[src/psg_reg_pkg.sv]
package psg_reg_pkg;

	// write address register field
	parameter int REG_SEL_W = 3;

	// per-channel register fields
	parameter int FREQ_W = 16;
	// table length is 2 << len_log2 samples
	parameter int LEN_W = 3;
	parameter int VOL_W = 4;

	// register selector, one opcode per channel register
	typedef enum logic [REG_SEL_W-1:0] {
		REG_FREQ = 3'd0,
		REG_BASE = 3'd1,
		REG_LEN  = 3'd2,
		REG_VOL  = 3'd3,
		REG_CTRL = 3'd4
	} psg_reg_e;

endpackage

[src/psg_bus_pkg.sv]
package psg_bus_pkg;

	// system memory port
	parameter int ADDR_W = 16;
	parameter int SAMPLE_W = 8;

	// phase accumulator, top bits form the table index
	parameter int PHASE_W = 24;

	// memory read sequencer
	typedef enum logic [1:0] {
		// bus free, waiting for a granted request
		BM_IDLE    = 2'd0,
		// mem_rd held until mem_ack
		BM_READ    = 2'd1,
		// sample_we to the channel that asked
		BM_DELIVER = 2'd2
	} bm_state_e;

endpackage

[src/psg_ctrl.sv]
module psg_ctrl
	import psg_reg_pkg::*, psg_bus_pkg::*;
#(
	parameter int NUM_CHAN = 4,
	parameter int CE_DIV = 4,
	parameter int TICK_DIV = 64,
	localparam int CHAN_W = $clog2(NUM_CHAN)
) (
	input  logic clk,
	input  logic rst,
	input  logic wr_en,
	input  logic [CHAN_W-1:0] wr_chan,
	input  psg_reg_e wr_sel,
	input  logic [FREQ_W-1:0] wr_data,
	output logic [NUM_CHAN-1:0][FREQ_W-1:0] freq,
	output logic [NUM_CHAN-1:0][ADDR_W-1:0] base,
	output logic [NUM_CHAN-1:0][LEN_W-1:0] len_log2,
	output logic [NUM_CHAN-1:0][VOL_W-1:0] vol,
	output logic [NUM_CHAN-1:0] en,
	output logic ce,
	output logic tick
);

	localparam int CE_CNT_W = $clog2(CE_DIV);
	localparam int TICK_CNT_W = $clog2(TICK_DIV);

	logic [CE_CNT_W-1:0] ce_cnt;
	logic [TICK_CNT_W-1:0] tick_cnt;

	// ==========================================================
	// register file
	// ==========================================================
	always_ff @(posedge clk) begin
		if (rst) begin
			freq <= '0;
			base <= '0;
			len_log2 <= '0;
			vol <= '0;
			en <= '0;
		end else if (wr_en) begin
			case (wr_sel)
				REG_FREQ: freq[wr_chan] <= wr_data;
				REG_BASE: base[wr_chan] <= wr_data[ADDR_W-1:0];
				REG_LEN:  len_log2[wr_chan] <= wr_data[LEN_W-1:0];
				REG_VOL:  vol[wr_chan] <= wr_data[VOL_W-1:0];
				// bit 0 is the channel enable
				REG_CTRL: en[wr_chan] <= wr_data[0];
				default: ;
			endcase
		end
	end

	// ==========================================================
	// clock enable and sample tick
	// ==========================================================
	always_ff @(posedge clk) begin
		if (rst) begin
			ce_cnt <= '0;
			tick_cnt <= '0;
			ce <= 1'b0;
			tick <= 1'b0;
		end else begin
			ce <= 1'b0;
			tick <= 1'b0;
			if (ce_cnt == CE_CNT_W'(CE_DIV - 1)) begin
				ce_cnt <= '0;
				ce <= 1'b1;
				// tick always lands on a ce cycle
				if (tick_cnt == TICK_CNT_W'(TICK_DIV - 1)) begin
					tick_cnt <= '0;
					tick <= 1'b1;
				end else begin
					tick_cnt <= tick_cnt + 1'b1;
				end
			end else begin
				ce_cnt <= ce_cnt + 1'b1;
			end
		end
	end

endmodule

[src/psg_bus_arb.sv]
module psg_bus_arb #(
	parameter int NUM_CHAN = 4,
	localparam int CHAN_W = $clog2(NUM_CHAN)
) (
	input  logic clk,
	input  logic rst,
	input  logic ce,
	input  logic bus_free,
	input  logic [NUM_CHAN-1:0] req,
	output logic [NUM_CHAN-1:0] sel,
	output logic [CHAN_W-1:0] seln
);

	logic any_req;
	logic [CHAN_W-1:0] win_n;
	logic [NUM_CHAN-1:0] win_sel;

	// lowest numbered requester wins, channel 0 first
	always_comb begin
		any_req = |req;
		win_n = '0;
		win_sel = '0;
		for (int i = NUM_CHAN - 1; i >= 0; i--) begin
			if (req[i]) begin
				win_n = CHAN_W'(i);
				win_sel = NUM_CHAN'(1) << i;
			end
		end
	end

	// grant moves only on a ce edge with the bus idle
	always_ff @(posedge clk) begin
		if (rst) begin
			sel <= '0;
			seln <= '0;
		end else if (ce && bus_free && any_req) begin
			sel <= win_sel;
			seln <= win_n;
		end
		// with no request the last owner keeps the grant
	end

endmodule

[src/psg_wave_chan.sv]
module psg_wave_chan
	import psg_reg_pkg::*, psg_bus_pkg::*;
(
	input  logic clk,
	input  logic rst,
	input  logic tick,
	input  logic en,
	input  logic [FREQ_W-1:0] freq,
	input  logic [ADDR_W-1:0] base,
	input  logic [LEN_W-1:0] len_log2,
	input  logic sample_we,
	input  logic [SAMPLE_W-1:0] sample_in,
	output logic req,
	output logic [ADDR_W-1:0] addr,
	output logic [SAMPLE_W-1:0] sample
);

	// table index is at most eight bits wide
	localparam int IDX_W = 8;

	logic [PHASE_W-1:0] phase;
	logic [PHASE_W-1:0] phase_nxt;
	logic [IDX_W-1:0] idx_mask;
	logic [IDX_W-1:0] idx;
	logic [IDX_W-1:0] idx_nxt;
	logic en_q;

	always_comb begin
		phase_nxt = phase + PHASE_W'(freq);
		// 2 << len_log2 entries
		idx_mask = {IDX_W{1'b1}} >> (LEN_W'(IDX_W - 1) - len_log2);
		idx = phase[PHASE_W-1 -: IDX_W] & idx_mask;
		idx_nxt = phase_nxt[PHASE_W-1 -: IDX_W] & idx_mask;
		addr = base + ADDR_W'(idx);
	end

	// ==========================================================
	// phase and fetch request
	// ==========================================================
	always_ff @(posedge clk) begin
		if (rst) begin
			phase <= '0;
			en_q <= 1'b0;
			req <= 1'b0;
		end else begin
			en_q <= en;
			if (!en) begin
				phase <= '0;
				req <= 1'b0;
			end else begin
				if (tick)
					phase <= phase_nxt;
				// a new index or a fresh enable needs a fetch
				if ((tick && idx_nxt != idx) || !en_q)
					req <= 1'b1;
				else if (sample_we)
					req <= 1'b0;
			end
		end
	end

	// last byte returned by the bus master
	always_ff @(posedge clk) begin
		if (sample_we)
			sample <= sample_in;
	end

endmodule

[src/psg_bus_master.sv]
module psg_bus_master
	import psg_bus_pkg::*;
#(
	parameter int NUM_CHAN = 4,
	localparam int CHAN_W = $clog2(NUM_CHAN)
) (
	input  logic clk,
	input  logic rst,
	input  logic ce,
	input  logic [NUM_CHAN-1:0] req,
	input  logic [CHAN_W-1:0] seln,
	input  logic [NUM_CHAN-1:0][ADDR_W-1:0] addr,
	input  logic mem_ack,
	input  logic [SAMPLE_W-1:0] mem_data,
	output logic mem_rd,
	output logic [ADDR_W-1:0] mem_addr,
	output logic bus_free,
	output logic [NUM_CHAN-1:0] sample_we,
	output logic [SAMPLE_W-1:0] sample_data
);

	bm_state_e state;
	logic [CHAN_W-1:0] cur_chan;

	always_ff @(posedge clk) begin
		if (rst) begin
			state <= BM_IDLE;
			cur_chan <= '0;
		end else begin
			case (state)
				BM_IDLE:
					if (ce && req[seln]) begin
						cur_chan <= seln;
						state <= BM_READ;
					end
				BM_READ:
					if (mem_ack)
						state <= BM_DELIVER;
				default:
					state <= BM_IDLE;
			endcase
		end
	end

	// address and data path
	always_ff @(posedge clk) begin
		if (state == BM_IDLE && ce && req[seln])
			mem_addr <= addr[seln];
		if (state == BM_READ && mem_ack)
			sample_data <= mem_data;
	end

	always_comb begin
		mem_rd = (state == BM_READ);
		bus_free = (state == BM_IDLE);
		sample_we = '0;
		if (state == BM_DELIVER)
			sample_we[cur_chan] = 1'b1;
	end

endmodule

[src/psg_mixer.sv]
module psg_mixer
	import psg_reg_pkg::*, psg_bus_pkg::*;
#(
	parameter int NUM_CHAN = 4,
	parameter int AUDIO_W = 14
) (
	input  logic clk,
	input  logic rst,
	input  logic tick,
	input  logic [NUM_CHAN-1:0] en,
	input  logic [NUM_CHAN-1:0][VOL_W-1:0] vol,
	input  logic [NUM_CHAN-1:0][SAMPLE_W-1:0] sample,
	output logic signed [AUDIO_W-1:0] audio_out,
	output logic audio_valid
);

	// signed sample times volume with a zero sign bit
	localparam int PROD_W = SAMPLE_W + VOL_W + 1;

	logic signed [PROD_W-1:0] prod [NUM_CHAN];
	logic signed [AUDIO_W-1:0] mix;

	always_comb begin
		mix = '0;
		for (int i = 0; i < NUM_CHAN; i++) begin
			prod[i] = $signed(sample[i]) * $signed({1'b0, vol[i]});
			if (en[i])
				mix = mix + AUDIO_W'(prod[i]);
		end
	end

	always_ff @(posedge clk) begin
		if (rst) begin
			audio_out <= '0;
			audio_valid <= 1'b0;
		end else begin
			audio_valid <= tick;
			if (tick)
				audio_out <= mix;
		end
	end

endmodule

[src/psg_wave_top.sv]
module psg_wave_top
	import psg_reg_pkg::*, psg_bus_pkg::*;
#(
	parameter int NUM_CHAN = 4,
	parameter int CE_DIV = 4,
	parameter int TICK_DIV = 64,
	localparam int CHAN_W = $clog2(NUM_CHAN),
	localparam int AUDIO_W = SAMPLE_W + VOL_W + CHAN_W
) (
	input  logic clk,
	input  logic rst,
	input  logic wr_en,
	input  logic [CHAN_W-1:0] wr_chan,
	input  psg_reg_e wr_sel,
	input  logic [FREQ_W-1:0] wr_data,
	output logic mem_rd,
	output logic [ADDR_W-1:0] mem_addr,
	input  logic mem_ack,
	input  logic [SAMPLE_W-1:0] mem_data,
	output logic signed [AUDIO_W-1:0] audio_out,
	output logic audio_valid
);

	logic [NUM_CHAN-1:0][FREQ_W-1:0] freq;
	logic [NUM_CHAN-1:0][ADDR_W-1:0] base;
	logic [NUM_CHAN-1:0][LEN_W-1:0] len_log2;
	logic [NUM_CHAN-1:0][VOL_W-1:0] vol;
	logic [NUM_CHAN-1:0] en;
	logic ce;
	logic tick;

	logic [NUM_CHAN-1:0] req;
	logic [NUM_CHAN-1:0][ADDR_W-1:0] addr;
	logic [NUM_CHAN-1:0][SAMPLE_W-1:0] sample;
	logic [NUM_CHAN-1:0] sample_we;
	logic [SAMPLE_W-1:0] sample_data;

	logic [CHAN_W-1:0] seln;
	logic bus_free;

	psg_ctrl #(
		.NUM_CHAN(NUM_CHAN),
		.CE_DIV(CE_DIV),
		.TICK_DIV(TICK_DIV)
	) u_ctrl (
		.clk(clk), .rst(rst),
		.wr_en(wr_en), .wr_chan(wr_chan), .wr_sel(wr_sel), .wr_data(wr_data),
		.freq(freq), .base(base), .len_log2(len_log2), .vol(vol), .en(en),
		.ce(ce), .tick(tick)
	);

	// ==========================================================
	// wave table channels
	// ==========================================================
	for (genvar i = 0; i < NUM_CHAN; i++) begin : g_chan
		psg_wave_chan u_chan (
			.clk(clk), .rst(rst), .tick(tick), .en(en[i]),
			.freq(freq[i]), .base(base[i]), .len_log2(len_log2[i]),
			.sample_we(sample_we[i]), .sample_in(sample_data),
			.req(req[i]), .addr(addr[i]), .sample(sample[i])
		);
	end

	psg_bus_arb #(.NUM_CHAN(NUM_CHAN)) u_arb (
		.clk(clk), .rst(rst), .ce(ce), .bus_free(bus_free),
		.req(req), .sel(), .seln(seln)
	);

	psg_bus_master #(.NUM_CHAN(NUM_CHAN)) u_bm (
		.clk(clk), .rst(rst), .ce(ce), .req(req), .seln(seln), .addr(addr),
		.mem_ack(mem_ack), .mem_data(mem_data), .mem_rd(mem_rd), .mem_addr(mem_addr),
		.bus_free(bus_free), .sample_we(sample_we), .sample_data(sample_data)
	);

	psg_mixer #(.NUM_CHAN(NUM_CHAN), .AUDIO_W(AUDIO_W)) u_mixer (
		.clk(clk), .rst(rst), .tick(tick), .en(en), .vol(vol), .sample(sample),
		.audio_out(audio_out), .audio_valid(audio_valid)
	);

endmodule

[config.mk]
export PLATFORM = sky130hd
export DESIGN_NAME = psg_wave_top
export DESIGN_NICKNAME = d
export VERILOG_FILES = /design/src/psg_reg_pkg.sv /design/src/psg_bus_pkg.sv /design/src/psg_ctrl.sv /design/src/psg_bus_arb.sv /design/src/psg_wave_chan.sv /design/src/psg_bus_master.sv /design/src/psg_mixer.sv /design/src/psg_wave_top.sv
export SDC_FILE = /design/constraint.sdc
export NUM_CORES = 1
export LEC_CHECK = 0
export ABC_CLOCK_PERIOD_IN_PS = 22700
export BUFFER_PORTS_ARGS = -buffer_cell sky130_fd_sc_hd__buf_2
export CAP_MARGIN = 0
export CORE_UTILIZATION = 36
export DETAILED_ROUTE_END_ITERATION = 16
export GPL_ROUTABILITY_DRIVEN = 0
export PLACE_DENSITY_LB_ADDON = 0.3
export SYNTH_ARGS = -nofsm -noshare
export SYNTH_HDL_FRONTEND = slang
export SYNTH_HIERARCHICAL = 1
export SYNTH_SLANG_ARGS = --single-unit
[constraint.sdc]
create_clock -name clk -period 22.7 [get_ports clk]
set_clock_uncertainty 0.1 [all_clocks]
set_input_delay 1.135 -clock clk [delete_from_list [all_inputs] [get_ports clk]]
set_output_delay 1.135 -clock clk [all_outputs]
set_load 0.01 [all_outputs]
==> results of run 1 <==
[cell type report]
cell class | instances | area share (%)
tap | 950 | 4.16
multi-input combinational | 2076 | 59.6
clock buffer | 63 | 4.53
sequential | 351 | 26.6
antenna | 4 | 0.0350
clock inverter | 14 | 0.534
inverter | 233 | 3.06
timing repair buffer | 79 | 1.54
[per-stage QoR]
stage          utilization (%)  hold slack (ns)  instances
4_1_cts                   40.0            0.331       3766
5_1_grt                   40.0            0.359       3766
3_5_place_dp              38.0            0.320       3689
6_report                  40.0            0.326       3770
2_1_floorplan                -            0.304       2759
3_3_place_gp              38.0            0.324       3689
[routing by layer]
layer | GRT usage (%) | part of all wire, % | vias to the layer above
met4 | 4.45 | 2.1 | 0
met2 | 29.4 | 46 | 304
met1 | 25.0 | 48 | 9132
met5 | 0 | 0 | -
li1 | - | - | 9604
met3 | 2.60 | 4.0 | 81
[worst min-delay path by stage]
stage	cells after the start	to	from
finish	1	u_ctrl/ce_cnt[0]	u_ctrl/ce_cnt[0]
global route	1	u_ctrl/ce_cnt[0]	u_ctrl/ce_cnt[0]
CTS	1	u_ctrl/ce_cnt[0]	u_ctrl/ce_cnt[0]
detailed placement	1	u_ctrl/ce_cnt[0]	u_ctrl/ce_cnt[0]
global placement	1	u_ctrl/ce_cnt[0]	u_ctrl/ce_cnt[0]
floorplan	1	u_ctrl/ce_cnt[0]	u_ctrl/ce_cnt[0]
[worst max-delay path, delay by kind of cell, from the launching register on]
kind | cells | cell delay (ns)
and+or+nand+nor | 7 | 1.35
AOI/OAI and AO/OA | 9 | 1.78
muxes | 1 | 0.27
adders and majority gates | 16 | 7.04
DFF | 1 | 0.40
xor gates and xnor gates | 4 | 0.56
buffers and inverters | 10 | 0.50
[state kept, by name, indices dropped and copies added (netlist names), 4 cells and up]
signal and flops:
u_ctrl/len_log2 12, u_ctrl/tick_cnt 6, u_bm/mem_addr 16, g_chan.u_chan/req 4
g_chan.u_chan/en_q 4, g_chan.u_chan/phase 96, u_ctrl/base 64, u_ctrl/vol 16
u_ctrl/freq 64, u_ctrl/en 4, g_chan.u_chan/sample 32, u_bm/sample_data 8
u_mixer/audio_out 14
[power breakdown]
| group | total [uW] | switching [uW] | internal [uW] |
|---|---|---|---|
| Combinational | 48.1 | 30.7 | 17.4 |
| Clock | 710 | 288 | 421 |
| Sequential | 635 | 2.59 | 633 |
| Total | 1390 | 322 | 1070 |
==> results.py, run 1 <==
metrics = {
    "cts": {
        "clockBufferDepth": 3,
        "postCtsSetupRepairBufs": 0,
        "htree_levels": 2,
        "cts.sinks": 351,
        "holdBufCountCts": 0,
        "cts_buffers": 44,
        "path_clk_slew_ns": 0.06,
        "cts_tree": "built",
        "root_buffer": "clkbuf_16",
        "clock_latency_ns": 0.58,
        "cts_resized": 0,
    },
    "critical_path": {
        "cp_max_fo": 5,
        "start_kind": "flip-flop",
        "crit_type": "reg -> reg",
        "cpMostUsedCell": "fa_1",
        "setup.worst_path.start": "g_chan[0].u_chan/sample[2]",
        "crit_path_end_kind": "flip-flop",
        "worstPathRequired_ns": 23.07,
        "reg2reg_from": "g_chan[0].u_chan/sample[2]",
        "cp_slowest_cell": "fa_1",
        "rr_worst_depth": 47,
        "reg2reg_to": "u_mixer/audio_out[13]",
        "crit_end": "u_mixer/audio_out[13]",
        "arrival_ns": 12.50,
        "cpPeakStageDelay_ns": 0.55,
        "r2r_slack_ns": 10.57,
    },
    "drt": {
        "drtIter0Drc": 1288,
        "wire_per_inst_um": 17.5,
        "drc_errors": 0,
        "firstDrtPassIters": 5,
        "vias": 19100,
        "drtAntennaViolNets": 0,
        "vias_per_cell": 5.07,
        "routed_wl_mm": 65.9,
    },
    "sta": {
        "rsz0062_at_grt": "no",
        "timing.final.crit_share_pct": 53.4,
        "tightestPinTransition_ns": 0.930,
        "final_max_slew_viol_count": 0,
        "fin_ws_ns": 10.57,
        "setup_viol": 0,
        "period_needed_ns": 12.13,
        "setup_tns_ns": 0,
        "fmax_mhz": 82.5,
        "slew-limit-headroom_pct": 37.9,
        "final_hold_viol_count": 0,
    },
    "synthesis": {
        "yosys_warnings": 6,
        "syn_avg_cell_area_um2": 9.43,
        "netlist_area_um2": 26000,
        "synth_cells": 2759,
        "syn-num-nets": 3112,
    },
    "placed_design": {
        "placed_area_um2": 27100,
        "post-dp-hpwl_mm": 48.1,
        "port_buffers": 64,
        "pre_cts_ws_ns": 10.48,
    },
    "power_and_ir_drop": {
        "cellLeakagePower_uw": 0.0130,
        "p_per_area_nw_per_um2": 48.7,
        "totalPowerFinal_uw": 1390,
        "ir_drop_uv": 53.8,
    },
    "floorplanning": {
        "dieWidth_um": 271,
        "start_util_pct": 36.4,
        "die_h_um": 271,
        "rows": 98,
        "coreArea_um2": 71500,
        "ios": 65,
        "dieArea_um2": 73400,
    },
    "cells_and_area": {
        "regArea_um2": 7590,
        "area_growth_pct": 9.86,
        "drive_gt1_share_pct": 8.74,
        "final_area_um2": 28600,
        "multiInputGateArea_um2": 17000,
        "fin_nets": 3138,
        "layout_common_cells": "dfxtp_1, inv_1, mux2i_1",
        "fillCellCount": 7188,
        "final_common_cell": "dfxtp_1",
    },
    "run": {
        "drv_cap": 0,
    },
    "grt": {
        "grt_pass1_vias": 18900,
        "grt_use_total_pct": 18.0,
        "grt_pass1_wl_mm": 105,
        "grt_overflow_total": 0,
        "antenna_found_initial": 5,
        "grt_max_degree": 61,
    },
    "min_path": {
        "hp-class": "reg -> reg",
    },
    "run_status": {
        "status": "finished, final reports clean",
    },
}
Note: power is estimated with default switching activity, not from simulation.
==> run 2: changes to the inputs <==
--- a/config.mk
+++ b/config.mk
@@ -5,7 +5,7 @@
 export SDC_FILE = /design/constraint.sdc
 export NUM_CORES = 1
 export LEC_CHECK = 0
-export ABC_CLOCK_PERIOD_IN_PS = 22700
+export ABC_CLOCK_PERIOD_IN_PS = 11200
 export BUFFER_PORTS_ARGS = -buffer_cell sky130_fd_sc_hd__buf_2
 export CAP_MARGIN = 0
 export CORE_UTILIZATION = 36
==> constraint.sdc (replaced) <==
create_clock -name clk -period 11.2 [get_ports clk]
set_clock_uncertainty 0.1 [all_clocks]
set_input_delay 0.56 -clock clk [delete_from_list [all_inputs] [get_ports clk]]
set_output_delay 0.56 -clock clk [all_outputs]
set_load 0.01 [all_outputs]
==> results.py, run 2 (synthesis gave the netlist of run 1 again) <==
metrics = {
    "run_status": {
        "status": "finished with violations",
        "violations": "negative setup slack",
    },
    "cells_and_area": {
        "largestRegisters": "g_chan.u_chan/phase x96, u_ctrl/base x64, u_ctrl/freq x64",
        "fin_cells": 3980,
        "top_register": "g_chan.u_chan/phase",
        "largest_register_ffs": 96,
        "final_common_cell": "dfxtp_1",
        "drive_gt1_share_pct": 18.6,
        "fin_util_pct": 43.2,
        "fin_nets": 3342,
        "final_area_um2": 30900,
        "area_growth_pct": 18.8,
        "layout_common_cells": "dfxtp_1, buf_4, mux2i_1",
    },
    "floorplanning": {
        "start_util_pct": 36.4,
        "coreArea_um2": 71500,
        "ios": 65,
        "die_h_um": 271,
        "rows": 98,
        "dieArea_um2": 73400,
        "dieWidth_um": 271,
    },
    "sta": {
        "setup_tns_ns": -0.704,
        "final_max_slew_viol_count": 0,
        "final_hold_viol_count": 0,
        "period_needed_ns": 11.49,
        "tightestPinTransition_ns": 1.14,
        "fin_ws_ns": -0.293,
        "setup_viol": 4,
        "timing.final.crit_share_pct": 103,
        "slew-limit-headroom_pct": 24.1,
        "rsz0062_at_grt": "yes",
        "fmax_mhz": 87.0,
    },
    "drt": {
        "drtIter0Drc": 1264,
        "wire_per_inst_um": 17.6,
        "vias_per_cell": 5.06,
        "routed_wl_mm": 70.0,
        "vias": 20200,
        "drc_errors": 0,
        "firstDrtPassIters": 6,
        "drtAntennaViolNets": 0,
    },
    "critical_path": {
        "crit_type": "reg -> reg",
        "crit_path_end_kind": "flip-flop",
        "cpMostUsedCell": "buf_4",
        "arrival_ns": 11.89,
        "start_kind": "flip-flop",
        "cp_slowest_cell": "fa_1",
        "cpPeakStageDelay_ns": 0.57,
        "worstPathRequired_ns": 11.60,
        "r2r_slack_ns": -0.29,
        "cp_max_fo": 4,
    },
    "power_and_ir_drop": {
        "combPwrFrac_pct": 3.7,
        "p_sw_share_pct": 24.3,
        "cellLeakagePower_uw": 0.0141,
        "p_switching_uw": 703,
        "totalPowerFinal_uw": 2900,
        "clkPwrFrac_pct": 51.9,
        "pwr-share-seq_pct": 44.4,
        "ir_drop_uv": 102,
        "p_per_area_nw_per_um2": 93.8,
        "p_int_uw": 2200,
    },
    "placed_design": {
        "port_buffers": 64,
        "placed_area_um2": 27900,
        "dp.cells": 3774,
        "post-dp-hpwl_mm": 47.9,
    },
    "grt": {
        "grt_use_total_pct": 19.1,
        "antenna_found_initial": 6,
        "grt_overflow_total": 0,
        "grt_max_degree": 157,
        "grt_pass1_wl_mm": 112,
        "grt_pass1_vias": 20000,
    },
    "cts": {
        "cts_buffers": 45,
        "cts.sinks": 351,
        "cts_tree": "built",
        "clock_latency_ns": 0.61,
        "path_clk_slew_ns": 0.06,
        "root_buffer": "clkbuf_16",
        "htree_levels": 2,
        "clockBufferDepth": 3,
    },
    "run": {
        "drv_cap": 0,
    },
    "min_path": {
        "hp-class": "in -> reg",
    },
}
run 2: cell count changes in the layout (fill, tap and decap cells not counted), sizes merged:
cell / delta
inv: +3
clkinv: +6
diode: +1
buf: +202
clkinvlp: -2
bufinv: -2
dlygate4sd3: +1
clkbuf: +1
run 2: worst paths after layout:
| path | start | to | depth (start not counted) |
|---|---|---|---|
| worst max-delay path | g_chan[0].u_chan/sample[1] | u_mixer/audio_out[13] | 56 |
| worst min-delay path | mem_data[4] | u_bm/sample_data[4] | 1 |
| worst max register to register | g_chan[0].u_chan/sample[1] | u_mixer/audio_out[13] | 56 |
| worst min register to register | u_ctrl/ce_cnt[0] | u_ctrl/ce_cnt[0] | 1 |
run 2: metal layers:
metal / vias to the layer above / track usage (%) / routed length, um
met2: 385 / 31.7 / 32300
met4: 2 / 5.44 / 1780
met1: 9638 / 25.6 / 32700
met3: 110 / 2.63 / 3150
met5: - / 0 / 13
li1: 10000 / - / -
run 2: cell type report:
type,instances,area (um2)
fill,6851,40600
multi-input combinational,2076,17700
sequential,351,7590
timing repair buffer,282,1980
clock buffer,64,1380
tap,950,1190
inverter,233,875
clock inverter,19,178
antenna,5,12.5
run 2: metrics by stage:
step / hold WS (ns) / setup slack, ns
2_1_floorplan: 0.304 / 0.0332
3_3_place_gp: 0.320 / -0.381
3_5_place_dp: 0.318 / -0.501
4_1_cts: 0.00352 / -0.229
5_1_grt: 0.0117 / -0.624
6_report: 0.0364 / -0.293
run 2: repair_timing:
action                                  in CTS  in global routing
pin swaps                                   81                 75
hold buffers                                 1                  0
endpoints found under the hold margin        1                  0
setup buffers                              112                  9
endpoints found under the setup margin       4                  8
gates resized for setup                     63                 48
run 2: power groups by stage:
stage	combinational (uW)	clock [uW]	sequential, uW
3_3_place_gp	100	0	1320
2_1_floorplan	62.5	0	1310
6_report	107	1510	1290
3_5_place_dp	101	0	1320
4_1_cts	106	1540	1290
5_1_grt	116	1590	1290
run 2: critical path: cells and delay by family (launching register included):
family / cells / cell delay, ns
compound gates: 7 / 1.54
xor+xnor: 4 / 0.59
fa+ha+maj: 12 / 5.01
buf+inv: 27 / 2.81
flops: 1 / 0.43
mux: 1 / 0.21
simple gates: 5 / 0.72
